## config.mk

```make
export PLATFORM = sky130hd
export DESIGN_NAME = mixer
export DESIGN_NICKNAME = d
export VERILOG_FILES = /design/src/logic/switch_pkg.sv /design/src/logic/mixer.sv
export VERILOG_INCLUDE_DIRS = /design/src /design/src/logic
export SDC_FILE = /design/constraint.sdc
export NUM_CORES = 1
export LEC_CHECK = 0
export BUFFER_PORTS_ARGS = -buffer_cell sky130_fd_sc_hd__buf_2
export CAP_MARGIN = 0
export CORE_MARGIN = 2
export CORE_UTILIZATION = 40
export DETAILED_ROUTE_END_ITERATION = 6
export PLACE_DENSITY_LB_ADDON = 0.1
export SLEW_MARGIN = 20
export SYNTH_ARGS = -nofsm -noshare
export SYNTH_HDL_FRONTEND = slang
export SYNTH_SLANG_ARGS = --single-unit
```

## constraint.sdc

```tcl
create_clock -name sys_clk -period 2.63 [get_ports sys_clk]
set_input_delay 0.263 -clock sys_clk [delete_from_list [all_inputs] [get_ports sys_clk]]
set_output_delay 0.263 -clock sys_clk [all_outputs]
set_load 0.01 [all_outputs]
```

## src/logic/switch_macros.svh

```systemverilog
// Sizing macros shared by the switch package and every RTL module
`ifndef SWITCH_MACROS_SVH
`define SWITCH_MACROS_SVH

// --------------------
// Ports and byte lane
// --------------------
`define NPORT 4
`define BYTE_W 8

// --------------------
// Queue sizes
// --------------------
// Address widths, 128 words each
`define RXQ_DEPTH_LOG2 7
`define XQ_DEPTH_LOG2 7

// Idle cycles on transmit after every frame
`define IFG_CYCLES 12

`endif

```

## src/logic/switch_pkg.sv

```systemverilog
// Shared switch datapath types imported by the RTL modules
`include "switch_macros.svh"

package switch_pkg;

  typedef logic [`BYTE_W-1:0] byte_t;
  typedef logic [1:0]         port_id_t;
  typedef logic [`NPORT-1:0]  port_mask_t;

  // One GMII lane, en is rx_dv or tx_en
  typedef struct packed {
    logic  en;
    byte_t data;
  } gmii_t;

  // Crossbar queue entry
  typedef struct packed {
    logic  last;
    byte_t data;
  } xq_word_t;

  // Receive queue entry with the frame's destinations
  typedef struct packed {
    port_mask_t mask;
    xq_word_t   word;
  } rx_word_t;

  // --------------------
  // FSM states
  // --------------------
  typedef enum logic {IDLE, FRAME} rx_state_e;

  typedef enum logic {HEAD, BODY} fwd_state_e;

  typedef enum logic [1:0] {PICK, SEND, GAP} mix_state_e;

endpackage
```

## src/logic/mixer.sv

```systemverilog
// Transmit mixer for one port, sends whole frames round-robin with a fixed gap
`timescale 1ns/1ps
`include "switch_macros.svh"

module mixer
  import switch_pkg::*;
(
  input  logic       sys_clk,
  input  logic       rst_n,
  input  xq_word_t   xq_data [`NPORT],
  input  port_mask_t xq_valid,
  output port_mask_t xq_ready,
  output gmii_t      gmii_tx
);

  localparam int unsigned GAP_W = $clog2(`IFG_CYCLES);
  localparam logic [GAP_W-1:0] GAP_LAST = GAP_W'(`IFG_CYCLES - 1);

  mix_state_e       state;
  port_id_t         last_q;
  logic [GAP_W-1:0] gap_cnt;
  port_id_t         cand;
  port_id_t         pick_id;
  logic             pick_found;
  port_id_t         sel_id;
  logic             pop;

  // --------------------
  // Round-robin pick
  // --------------------
  // Search starts at the port after the one served last
  always_comb begin
    pick_found = 1'b0;
    pick_id    = last_q;
    cand       = last_q;
    for (int i = 1; i <= `NPORT; i++) begin
      cand = port_id_t'(last_q + i);
      if (!pick_found && xq_valid[cand]) begin
        pick_found = 1'b1;
        pick_id    = cand;
      end
    end
  end

  // First byte leaves in the pick cycle, no bubble
  // Mid-frame the source being served is the last one picked
  always_comb begin
    sel_id = (state == PICK) ? pick_id : last_q;
    pop    = ((state == PICK) && pick_found) || ((state == SEND) && xq_valid[last_q]);
    xq_ready         = '0;
    xq_ready[sel_id] = pop;
  end

  // --------------------
  // Transmit register
  // --------------------
  always_ff @(posedge sys_clk or negedge rst_n) begin
    if (!rst_n) begin
      state   <= PICK;
      last_q  <= '1;
      gap_cnt <= '0;
      gmii_tx <= '0;
    end else begin
      gmii_tx.en <= 1'b0;
      if (pop) begin
        gmii_tx.en   <= 1'b1;
        gmii_tx.data <= xq_data[sel_id].data;
        last_q       <= sel_id;
        gap_cnt      <= '0;
        if (xq_data[sel_id].last) begin
          state <= GAP;
        end else begin
          state <= SEND;
        end
      end else if (state == GAP) begin
        // en stays low for exactly IFG_CYCLES cycles
        if (gap_cnt == GAP_LAST) begin
          state <= PICK;
        end else begin
          gap_cnt <= gap_cnt + 1'b1;
        end
      end
    end
  end

endmodule

```

### Word level (Yosys, flattened, before mapping)

Index checks and enable logic that the tools add are counted.

| word-level totals | value |
|---|---|
| flip-flop bits (word level) | 17 |
| bits of input ports | 42 |
| output and inout bits | 13 |
| word-level logic and storage cells | 71 |

| cells by class | value |
|---|---|
| add/sub/neg operators | 5 |
| $lt $le $gt $ge | 8 |
| equal/unequal tests | 4 |
| muxes and demuxes | 32 |
| bitwise logic cells | 2 |
| reduce and logical (&&, ||, !) cells | 15 |

Operators with widths:

| kind | number |
|---|---|
| $mux W9 | 3 |
| $bmux W9 S2 | 1 |
| $lt A2 B3 Y1 const B | 6 |
| $mux W2 | 9 |
| $mux W4 | 3 |
| $bmux W1 S2 | 5 |
| $mux W1 | 10 |
| $logic_and A1 B1 Y1 | 6 |
| $add A2 B1 Y2 const B | 2 |
| $add A2 B2 Y2 const B | 2 |
| $add A4 B1 Y4 const B | 1 |
| $and A4 B4 Y4 | 1 |
| $eq A4 B4 Y1 const B | 1 |
| $reduce_and A2 Y1 | 2 |
| $reduce_bool A2 Y1 | 2 |
| $ge A3 B3 Y1 const B | 1 |
| $logic_not A1 Y1 | 3 |
| $not A2 Y3 | 1 |
| $demux W1 S2 | 1 |
| $eq A2 B1 Y1 const B | 1 |
| $eq A2 B2 Y1 const B | 1 |
| $ge A2 B1 Y1 const B | 1 |
| $logic_not A2 Y1 | 1 |
| $ne A2 B2 Y1 const B | 1 |
| $logic_or A1 B1 Y1 | 1 |

### Depth between registers and ports, before layout

Gate-level depths: netlist of the first run.

| logic depth | value |
|---|---|
| word-level depth | 20 |
| depth in mapped cells | 8 |
| depth with buffers taken out | 7 |

### Worst setup path before layout of the first run

OpenSTA, ideal clock, no wires.

| timing | value |
|---|---|
| path kind | reg-to-reg |
| from | register last_q[0] |
| to | register gmii_tx[0] in the netlist's numbering |
| setup time | 120 ps |
| arrival | 2322 ps |
| data required time | 2510 ps |
| path slack | 188 ps |
| stages on the path, launching flop included | 8 |
| buffers on the path | 2 |
| period minus slack after synthesis | 2442 ps |
| cells stage by stage | dfstp_2 -> buf_2 -> mux4_2 -> o21ai_2 -> nand2_1 -> buf_2 -> mux2_1 -> o211a_1 |

| between the ends | value |
|---|---|
| longest elaborated chain between the ends | 18 |
| elaborated cells between the ends (all ways) | 36 |
| classes of those cells | add/sub (4); mux (22); bitwise (1); reduce/logical (9) |

Ends and longest elaborated chain:

| what | line | RTL |
|---|---|---|
| from (decl) | mixer.sv:20 | `port_id_t last_q;` |
| from (signal assigned) | mixer.sv:68 | `last_q <= sel_id;` |
| $add A2 B1 Y2 | mixer.sv:37 | `cand = port_id_t'(last_q + i);` |
| $bmux W1 S2 | mixer.sv:38 | `if (!pick_found && xq_valid[cand]) begin` |
| $mux W1 (not written as such) | mixer.sv:38 |  |
| $mux W1 | mixer.sv:38 |  |
| $logic_not A1 Y1 | mixer.sv:38 |  |
| $logic_and A1 B1 Y1 | mixer.sv:38 |  |
| $mux W1 | mixer.sv:38 |  |
| $logic_not A1 Y1 | mixer.sv:38 |  |
| $logic_and A1 B1 Y1 | mixer.sv:38 |  |
| $mux W1 | mixer.sv:38 |  |
| $logic_not A1 Y1 | mixer.sv:38 |  |
| $logic_and A1 B1 Y1 | mixer.sv:38 |  |
| $mux W2 | mixer.sv:38 |  |
| $mux W2 | mixer.sv:48 | `sel_id = (state == PICK) ? pick_id : last_q;` |
| $not A2 Y3 (not written as such) | mixer.sv:67 | `gmii_tx.data <= xq_data[sel_id].data;` |
| $bmux W9 S2 | mixer.sv:67 |  |
| $mux W9 (2 in series) | n/a |  |
| to (decl) | mixer.sv:13 | `output gmii_t gmii_tx` |

Parallel ways exist; a longest one is shown, timed or not. The select of a mux whose other input is x is not followed.
A chain may end at the register's enable or synchronous reset.

### Worst setup path in the final report of the first run

| timing | value |
|---|---|
| from | register last_q[0] |
| to | output xq_ready[0] |

| between the ends | value |
|---|---|
| longest elaborated chain between the ends | 19 |
| elaborated cells between the ends (all ways) | 38 |
| classes of those cells | add/sub (4); order compare (2); mux (21); bitwise (1); reduce/logical (10) |

Ends and longest elaborated chain:

| what | line | RTL |
|---|---|---|
| $add A2 B1 Y2 | mixer.sv:37 |  |
| $bmux W1 S2 | mixer.sv:38 |  |
| $mux W1 (not written as such) | mixer.sv:38 |  |
| $mux W1 | mixer.sv:38 |  |
| $logic_not A1 Y1 | mixer.sv:38 |  |
| $logic_and A1 B1 Y1 | mixer.sv:38 |  |
| $mux W1 | mixer.sv:38 |  |
| $logic_not A1 Y1 | mixer.sv:38 |  |
| [... 3 more ...] | n/a |  |
| $logic_and A1 B1 Y1 | mixer.sv:38 |  |
| $mux W2 | mixer.sv:38 |  |
| $mux W2 | mixer.sv:48 |  |
| $lt A2 B3 Y1 (not written as such) or $ge A2 B1 Y1 (tied branches) | mixer.sv:51 | `xq_ready[sel_id] = pop;` |
| $logic_and A1 B1 Y1 (not written as such) | mixer.sv:51 |  |
| $mux W1 (not written as such) | mixer.sv:51 |  |
| $demux W1 S2 | mixer.sv:51 |  |
| $and A4 B4 Y4 (no source line) * | n/a |  |
| to (decl) | mixer.sv:12 | `output port_mask_t xq_ready,` |

Every way passes the cells marked *; elsewhere a longest branch is shown, timed or not. The select of a mux whose other input is x is not followed.

==> results of run 1 <==
## placed cells by master (no fill, tap or decap), types with 2 or more instances in the layout
cell type,count
xor2_1,2
nor3_1,8
buf_4,14
nand3b_1,2
dfrtp_1,15
buf_2,54
or2_2,8
and2_1,2
o21a_1,2
a21oi_1,10
clkbuf_4,3
mux4_2,3
nand2_1,3
nand2b_1,5
inv_1,3
mux2_1,8
or3_1,2
mux2_2,2
and3_1,2
nor2b_1,4
dfstp_2,2
a2111o_1,2
o211a_1,8
o311a_1,2
o211ai_1,8
nor2_1,11
## power groups by stage
stage          logic, mW  registers [mW]  clock network, mW
2_1_floorplan      0.657           0.502                  0
3_3_place_gp       0.936           0.502                  0
3_5_place_dp       0.956           0.509                  0
4_1_cts             1.01           0.488              0.159
5_1_grt             1.14           0.503              0.171
6_report            1.03           0.489              0.151
## timing repair
action	4_1_cts	5_1_grt
buffers inserted	3	2
endpoints found under the setup margin	3	4
cloned	0	0
hold buffers	1	0
pin swaps	1	3
resized for setup	0	3
endpoints found under the hold margin	15	0
## layout make-up
cell class	instances	area [um2]
clock inverters	1	7.51
clock buffers	3	22.5
fillers	308	1330
well taps	44	55.1
repair buffers	69	385
flip-flops and latches	17	428
multi-input cells	111	851
inverters	5	21.3
## path summary, 6_finish.rpt
path | from | end | depth (start not counted)
max | last_q[0]$_DFFE_PN1P_ | xq_ready[0] | 7
min in group asynchronous | rst_n | gmii_tx[3]$_DFFE_PN0P_ | 2
max in group asynchronous | rst_n | last_q[0]$_DFFE_PN1P_ | 2
max reg2reg | last_q[0]$_DFFE_PN1P_ | state[1]$_DFFE_PN0P_ | 8
min | xq_data[17] | state[0]$_DFFE_PN0P_ | 3
min reg2reg | gap_cnt[3]$_DFFE_PN0P_ | gap_cnt[3]$_DFFE_PN0P_ | 2
## worst min-delay path, cell delays in order
cell and delay (ns):
buf_2 0.07, mux2_2 0.15, a221oi_1 0.07
## kinds of logic (layout without fill, tap and decap cells)
| logic type | after synthesis | count (layout) | synth area share |
|---|---|---|---|
| buf+inv | 15 | 78 | 0.0470 |
| mux | 15 | 15 | 0.160 |
| flops | 17 | 17 | 0.321 |
| compound gates | 38 | 38 | 0.223 |
| simple gates | 54 | 54 | 0.220 |
| fa+ha+maj | 1 | 1 | 0.00940 |
| xor+xnor | 3 | 3 | 0.0197 |
## metal layers
| metal | GRT usage | vias up | share of wire |
|---|---|---|---|
| li1 | - | 656 | - |
| met1 | 0.260 | 607 | 0.46 |
| met2 | 0.334 | 34 | 0.48 |
| met3 | 0.0311 | 4 | 0.042 |
| met4 | 0.0638 | 0 | 0.0085 |
| met5 | 0 | - | 0 |
## per-stage QoR
stage	cell area (um2)	hold slack, ns
floorplan	1330	-0.0326
global placement	1690	0.208
detailed placement	1690	0.217
CTS	1750	0.280
global route	1770	0.282
finish	1770	0.289
## registers in the layout, indices dropped and copies added, names as in the netlist
name / count
gap_cnt: 4
gmii_tx: 9
last_q: 2
state: 2
## synth_stat cells (all sizes together) (2+ instances only)
cell,instances,area (um2)
or3,2,12.5
xor2,2,17.5
nand2,4,15.0
a2111o,2,22.5
a21oi,10,50.1
o311a,2,20.0
nor3,9,45.0
dfstp,2,52.6
or2,8,50.1
o211a,8,80.1
o21ai,2,13.8
clkbuf,7,26.3
mux4,3,67.6
nand3b,2,15.0
and2,2,12.5
nor2,12,45.0
mux2i,2,32.5
and3,2,12.5
o211ai,8,60.1
inv,5,21.3
buf,3,15.0
nand2b,5,31.3
nor2b,4,25.0
or3b,2,17.5
o21a,2,15.0
mux2,10,113
dfrtp,15,375
==> flow_metrics.tcl, run 1 <==
set metrics [dict create \
    power_frac_comb 0.617 \
    crit_path_start_kind "register" \
    hold_viol_final 0 \
    yosysUniqueCellTypes 40 \
    portBuffers 54 \
    area_growth_pct 33.0 \
    grt_pass1_wl_um 5440 \
    rows 20 \
    vias 1301 \
    synth_seq_area_share 0.321 \
    die_w_um 61.7 \
    antenna_cells 0 \
    finalCritPeriodShare 0.953 \
    clock-sinks 17 \
    drive_gt1_frac 0.461 \
    syn-num-nets 186 \
    outcome "complete, no violations" \
    synthCells 143 \
    power_frac_clock 0.090 \
    rsz0062_at_grt "false" \
    slew_headroom 0.638 \
    seqPwrFrac 0.292 \
    setup_viol 0 \
    post-dp-hpwl_um 2680 \
    crit_chain "or3b_1 -> a2111o_1 -> o311a_1 -> mux2i_4 -> nand2_1 -> nor2_1 -> buf_2" \
    fin_ws_ns 0.124 \
    gr-total-overflow 0 \
    clk_pin_slew_worst_paths_ns 0.11 \
    final_core_util 0.571 \
    clk_path_buf_depth 2 \
    place_ws_ns 0.143 \
    cp.arrival_ns 2.24 \
    nets 250 \
    critPathSlowestCell "dfstp_2" \
    rrSetupSlack_ns 0.16 \
    worst_pin_slew_ns 0.540 \
    cp-end-kind "output port" \
    synth-edff-count 0 \
    criticalPathCategory "reg2out" \
    hp-class "in2reg" \
    clock_skew_ns 0.00480 \
    crit_fanout 6 \
    die-area_um2 3810 \
    min_period_ns 2.51 \
    ir_drop_uv 406 \
    yosys_most_used_dff "dfrtp_1" \
    io_pins 55 \
    synth-seq-cells 17 \
    crit_family "simple AND/OR/NAND/NOR gates" \
    grt_max_degree 18 \
    die_h_um 61.7 \
    dpl.cell_count 240 \
    drt_first_iter_violations 53 \
    p_sw_mw 0.691 \
    slew_violations 0 \
    cts_max_level 1 \
    clock.fmax_mhz 399 \
    max_stage_delay_ns 0.41 \
    p_leak_nw 0.812 \
    power_density_nw_per_um2 945 \
    core_um2 3100 \
    p_int_mw 0.982 \
    finalSetupTns_ns 0 \
    drt_wl_total_um 3420 \
    synthArstFlopShare 1.00 \
    route.detailed.drc 0 \
    numCtsBuffers 3 \
    path_buf_inv 1 \
    drtPass1Iterations 4 \
    track_usage 0.198 \
    avgRoutedWirePerCell_um 13.7 \
    vias_per_cell 5.20 \
    antenna_found_initial 0 \
    syn_area_um2 1330 \
    yosysWarnings 0 \
    clock_latency_ns 0.30 \
    grt_pass1_vias 1216 \
    power_mw 1.67 \
    cts_tree "yes" \
    ant_nets 0 \
    drv_cap 0 \
    critical_path_required_ns 2.37 \
    switching_share 0.413 \
    initial_utilization 0.429 \
    avgSynthCellArea_um2 9.31 \
    cts_root_buf "clkbuf_4" \
    fin_cells 250 \
    globalplace.congestion 0.862 \
]
No activity file was read; power rests on OpenSTA's default activity.
==> inputs of run 2 (changes only) <==
==> constraint.sdc (replaced) <==
create_clock -name sys_clk -period 2.81 [get_ports sys_clk]
set_input_delay 0.281 -clock sys_clk [delete_from_list [all_inputs] [get_ports sys_clk]]
set_output_delay 0.281 -clock sys_clk [all_outputs]
set_load 0.01 [all_outputs]
==> run 2 against run 1 <==
  * Setup slack got worse by 0.019 ns
  * Via count rose by 1.2%
  * Critical path depth rose by 1
  * Wire length rose by 5.1%
  * Die area did not move
  * Clock power fell by 5%
  * Total power fell by 8.9%
  * Sequential share of layout area rose by 0.35 points
==> flow_metrics.tcl, run 2 (synthesis gave the netlist of run 1 again) <==
set metrics [dict create \
    outcome "complete, no violations" \
    power_density_nw_per_um2 873 \
    portBuffers 54 \
    p_leak_nw 0.797 \
    rows 20 \
    r2r-start "last_q[0]$_DFFE_PN1P_" \
    antenna_found_initial 0 \
    max_stage_delay_ns 0.42 \
    globalplace.congestion 0.850 \
    numCtsBuffers 3 \
    drive_gt1_frac 0.441 \
    reg.largest.list "gmii_tx: 9 flops, gap_cnt: 4 flops" \
    clk_pin_slew_worst_paths_ns 0.11 \
    vias_per_cell 5.35 \
    slew_headroom 0.741 \
    io_pins 55 \
    grt_max_degree 26 \
    clock.fmax_mhz 370 \
    clock_skew_ns 0.0125 \
    cp.arrival_ns 2.42 \
    slew_violations 0 \
    seqCellArea_um2 428 \
    fillerInstances 313 \
    criticalPathCategory "reg2out" \
    rsz0062_at_grt "false" \
    hold_viol_final 0 \
    worst_pin_slew_ns 0.389 \
    gr-total-overflow 0 \
    grt_pass1_wl_um 5820 \
    setup_viol 0 \
    crit_start "last_q[0]$_DFFE_PN1P_" \
    die_h_um 61.7 \
    finalCritPeriodShare 0.963 \
    drt_first_iter_violations 48 \
    drv_cap 0 \
    vias 1317 \
    largest_register "gmii_tx" \
    cp-end-kind "output port" \
    initial_utilization 0.429 \
    route.detailed.drc 0 \
    min_period_ns 2.71 \
    ant_nets 0 \
    core_um2 3100 \
    ir_drop_uv 355 \
    drtPass1Iterations 4 \
    avgRoutedWirePerCell_um 14.6 \
    clock_latency_ns 0.30 \
    drt_wl_total_um 3600 \
    critical_path_required_ns 2.53 \
    cts_max_level 1 \
    cts_tree "yes" \
    mostFrequentLayoutCell "buf_2" \
    antenna_cells 0 \
    die-area_um2 3810 \
    hp-class "in2reg" \
    critPathSlowestCell "dfstp_2" \
    clock-sinks 17 \
    crit_chain "or3b_1 -> a2111o_1 -> o311a_1 -> mux2i_4 -> buf_4 -> nand2_1 -> nor2_1 -> buf_2" \
    finalSetupTns_ns 0 \
    largest_register_ffs 9 \
    cts_root_buf "clkbuf_4" \
    final_cell_mix "buf_2 (54), dfrtp_1 (15), nor2_1 (11)" \
    path_buf_inv 2 \
    multi_input_area_um2 851 \
    crit_family "simple AND/OR/NAND/NOR gates" \
    post-dp-hpwl_um 2720 \
    area_growth_pct 31.1 \
    min_from "xq_data[35]" \
    hold-worst-slack_ns 0.310 \
    clk_path_buf_depth 2 \
    crit_fanout 9 \
    grt_pass1_vias 1260 \
    nets 246 \
    crit_path_start_kind "register" \
    die_w_um 61.7 \
    track_usage 0.209 \
]
## run 2: changes by cell type in the layout (fill, tap and decap cells not counted)
cell,change
buf_4,-5
dlymetal6s2s_1,+1
inv_1,+1
inv_2,-1
## run 2: final timing paths
check	cells past startpoint	end	slack (ns)
worst max register to register	7	state[1]$_DFFE_PN0P_	0.43
worst max-delay path	8	xq_ready[1]	0.10
max in group asynchronous	2	last_q[1]$_DFFE_PN1P_	2.05
worst min-delay path	3	state[0]$_DFFE_PN0P_	0.31
worst min register to register	2	gap_cnt[1]$_DFFE_PN0P_	0.58
min in group asynchronous	2	gmii_tx[3]$_DFFE_PN0P_	0.43
## run 2: power breakdown
part	total, mW	internal, mW	leakage (nW)	switching, mW
logic	0.921	0.454	0.591	0.467
clock network	0.143	0.0541	0.0139	0.0890
registers	0.459	0.371	0.193	0.0882
total	1.52	0.879	0.797	0.645
## run 2: worst min-delay path: stages
cell      delay, ns
buf_2          0.07
mux2_2         0.14
a221oi_1       0.07
## run 2: final cells by class
type,instances,share of cell area
clock buffer,3,0.0129
sequential,17,0.245
inverter,5,0.0122
multi-input combinational,111,0.487
tap,44,0.0315
timing repair buffer,65,0.206
clock inverter,1,0.00430
## run 2: layer usage
metal / share of wire / routed length (um) / up-vias / global-route usage
li1: - / - / 645 / -
met1: 0.45 / 1630 / 632 / 0.274
met2: 0.49 / 1770 / 38 / 0.365
met3: 0.050 / 180 / 2 / 0.0311
met4: 0.0047 / 17 / 0 / 0.0456
met5: 0 / 0 / - / 0
## run 2: metrics by stage
step	total power, mW	area, um2	setup WS (ns)	cells	util
floorplan	1.08	1330	0.368	143	-
global placement	1.33	1670	0.389	238	0.539
detailed placement	1.35	1670	0.332	238	0.539
CTS	1.50	1710	0.00295	243	0.552
global route	1.66	1750	0.00260	246	0.563
finish	1.52	1750	0.105	246	0.563
## run 2: repair_timing
action,4_1_cts,5_1_grt
setup buffers,0,3
setup endpoints to repair,0,4
hold buffers,1,0
hold endpoints to repair,15,0
gates resized for setup,0,2
==> inputs of run 3 (changes only) <==
--- a/config.mk
+++ b/config.mk
@@ -6,6 +6,7 @@
 export SDC_FILE = /design/constraint.sdc
 export NUM_CORES = 1
 export LEC_CHECK = 0
+export ABC_AREA = 1
 export BUFFER_PORTS_ARGS = -buffer_cell sky130_fd_sc_hd__buf_2
 export CAP_MARGIN = 0
 export CORE_MARGIN = 2
==> run 3 against run 2 <==
  * Sequential power up 2%
  * First-iteration DRC count rose to 2.6 times the previous value
  * Die area up 1.1%
  * Largest cell class unchanged
  * Largest power group unchanged
==> flow_metrics.tcl, run 3 <==
set metrics [dict create \
    crit_family "simple AND/OR/NAND/NOR gates" \
    endpoint "xq_ready[0]" \
    worst_pin_slew_ns 0.376 \
    drt_wl_total_um 3450 \
    min_period_ns 2.49 \
    crit_chain "inv_6 -> nand2_1 -> nand2_2 -> nand2_1 -> nand2_1 -> o21ai_0 -> nand2_1 -> nand3_1 -> nand2_2 -> nor3_1 -> buf_2" \
    io_pins 55 \
    vias 1500 \
    ant_nets 0 \
    critPathSlowestCell "dfstp_2" \
    synthCells 211 \
    grt_max_degree 21 \
    hold_viol_final 0 \
    syn_area_um2 1350 \
    dpl.cell_count 304 \
    synth_top_area_share 0.279 \
    yosys-top-cells-count "nand2_1 (77), nand3_1 (55), dfrtp_1 (15), inv_1 (10), nor2_1 (8)" \
    die-area_um2 3850 \
    place_ws_ns 0.627 \
    route.detailed.drc 0 \
    path_buf_inv 2 \
    avgRoutedWirePerCell_um 11.2 \
    vias_per_cell 4.85 \
    grt_pass1_vias 1336 \
    power_frac_clock 0.056 \
    grt_pass1_wl_um 5530 \
    antenna_found_initial 0 \
    synth_seq_area_share 0.318 \
    slew_violations 0 \
    track_usage 0.191 \
    cp-end-kind "output port" \
    criticalPathCategory "reg2out" \
    critical_path_required_ns 2.53 \
    yosysUniqueCellTypes 24 \
    globalplace.congestion 0.853 \
    die_h_um 62.0 \
    synth.top_cells.by_area "dfrtp_1 (28%), nand2_1 (21%), nand3_1 (20%)" \
    crit_fanout 13 \
    mostFrequentLayoutCell "nand2_1" \
    rows 21 \
    final_cell_mix "nand2_1 (77), nand3_1 (55), buf_2 (54)" \
    numCtsBuffers 3 \
    r2r_end "gmii_tx[1]$_DFFE_PN0P_" \
    drive_gt1_frac 0.297 \
    clk_path_buf_depth 2 \
    power_mw 2.24 \
    power_frac_comb 0.735 \
    die_w_um 62.0 \
    initial_utilization 0.410 \
    fillerInstances 359 \
    synth-edff-count 0 \
    setup_viol 0 \
    largest_register_ffs 9 \
    synth_area_leader_cell "dfrtp_1" \
    crit_path_start_kind "register" \
    finalCritPeriodShare 0.887 \
    largest_register "gmii_tx" \
    rsz0062_at_grt "false" \
    yosys_most_used_dff "dfrtp_1" \
    max_stage_delay_ns 0.66 \
    syn-num-nets 254 \
    crit_start "last_q[0]$_DFFE_PN1P_" \
    cp.arrival_ns 2.21 \
    synthArstFlopShare 1.00 \
    drtPass1Iterations 4 \
    cts_root_buf "clkbuf_4" \
    clock.fmax_mhz 401 \
    rrSetupSlack_ns 0.68 \
    seqPwrFrac 0.209 \
    area_growth_pct 23.4 \
    clock_latency_ns 0.28 \
    finalSetupTns_ns 0 \
    clk_pin_slew_worst_paths_ns 0.09 \
    cp.depth 11 \
    r2r.worst_path.cells 14 \
    synth-seq-cells 17 \
    yosysWarnings 0 \
    cts_resized 0 \
    outcome "complete, no violations" \
    gr-total-overflow 0 \
    cts_tree "yes" \
    post-dp-hpwl_um 2650 \
    p_sw_mw 1.24 \
    p_leak_nw 0.936 \
    switching_share 0.553 \
    hp-class "in2reg" \
    avgSynthCellArea_um2 6.39 \
    path_common_cell "nand2_1" \
    fin_ws_ns 0.316 \
    r2r-start "last_q[0]$_DFFE_PN1P_" \
    drv_cap 0 \
    synth.most_common_cell "nand2_1" \
    fin_cells 309 \
    power_density_nw_per_um2 1350 \
    clock-sinks 17 \
    hold-worst-slack_ns 0.319 \
    nets 307 \
    antenna_cells 0 \
    ir_drop_uv 711 \
    p_int_mw 1.00 \
    slew_headroom 0.749 \
    clock_skew_ns 0.00163 \
    reg.largest.list "gmii_tx: 9 flops, gap_cnt: 4 flops" \
    cts_max_level 1 \
    core_um2 3280 \
    portBuffers 54 \
    drt_first_iter_violations 124 \
]
-- run 3: cell count changes after synthesis, sizes merged, moves of 4 or more --
cell | previous run | this run
o211a | 8 | 0
mux2 | 10 | 0
or2 | 8 | 0
o211ai | 8 | 0
a21oi | 10 | 2
buf | 3 | 11
nand2b | 5 | 0
clkbuf | 7 | 0
nand3 | 1 | 55
inv | 5 | 16
nor2b | 4 | 0
nor2 | 12 | 8
nor3 | 9 | 4
nand2 | 4 | 84
-- run 3: layout make-up --
type                            count  area [um2]  share of cell area
Clock buffer                        4        26.3              0.0158
Inverter                           16        65.1              0.0391
Multi-Input combinational cell    167         776               0.467
Sequential cell                    17         428               0.257
Tap cell                           46        57.6              0.0346
Timing Repair Buffer               59         310               0.187
-- run 3: repair_timing --
item                      in CTS  in global routing
hold endpoints to repair      15                  0
hold buffers                   1                  0
buffers inserted               0                  0
-- run 3: per-layer routing --
metal  track usage  routed length (um)
met5             0                   0
met4        0.0182                   0
met3        0.0352                 162
met2         0.342                1760
met1         0.246                1530
-- run 3: logic make-up (layout without fill, tap and decap cells) --
| logic type | after synthesis | in the layout | share of synthesized area |
|---|---|---|---|
| adder cells (fa/ha/maj) | 1 | 1 | 0.00928 |
| AND/OR/NAND/NOR | 156 | 156 | 0.516 |
| buffers and inverters | 27 | 79 | 0.107 |
| flip-flops | 17 | 17 | 0.318 |
| AO/OA/AOI/OAI | 7 | 7 | 0.0306 |
| XOR/XNOR | 3 | 3 | 0.0195 |
-- run 3: worst min-delay path by stage --
| stage | cells past startpoint | slack [ns] | start | to |
|---|---|---|---|---|
| global placement | 1 | 0.22 | rst_n | gap_cnt[2]$_DFFE_PN0P_ |
| CTS | 5 | 0.31 | xq_data[30] | gmii_tx[3]$_DFFE_PN0P_ |
| global route | 5 | 0.32 | xq_data[34] | gmii_tx[7]$_DFFE_PN0P_ |
| floorplan | 0 | -0.01 | rst_n | gap_cnt[0]$_DFFE_PN0P_ |
| finish | 5 | 0.32 | xq_data[30] | gmii_tx[3]$_DFFE_PN0P_ |
| detailed placement | 1 | 0.22 | rst_n | gap_cnt[2]$_DFFE_PN0P_ |
-- run 3: through the flow --
step           area (um2)  utilization
4_1_cts              1660        0.506
2_1_floorplan        1350            -
3_3_place_gp         1630        0.495
6_report             1660        0.506
3_5_place_dp         1630        0.495
5_1_grt              1660        0.506
-- run 3: power by group through the flow --
stage	combinational [mW]	sequential (mW)	clock, mW
after floorplan	1.31	0.476	0
after global placement	1.66	0.472	0
after detailed placement	1.66	0.471	0
after CTS	1.67	0.467	0.132
after global routing	1.90	0.481	0.145
final	1.65	0.468	0.126
-- run 3: worst min-delay path, delay by kind of cell --
kind          cells  cell delay (ns)
buf+inv           1             0.07
simple gates      4             0.23
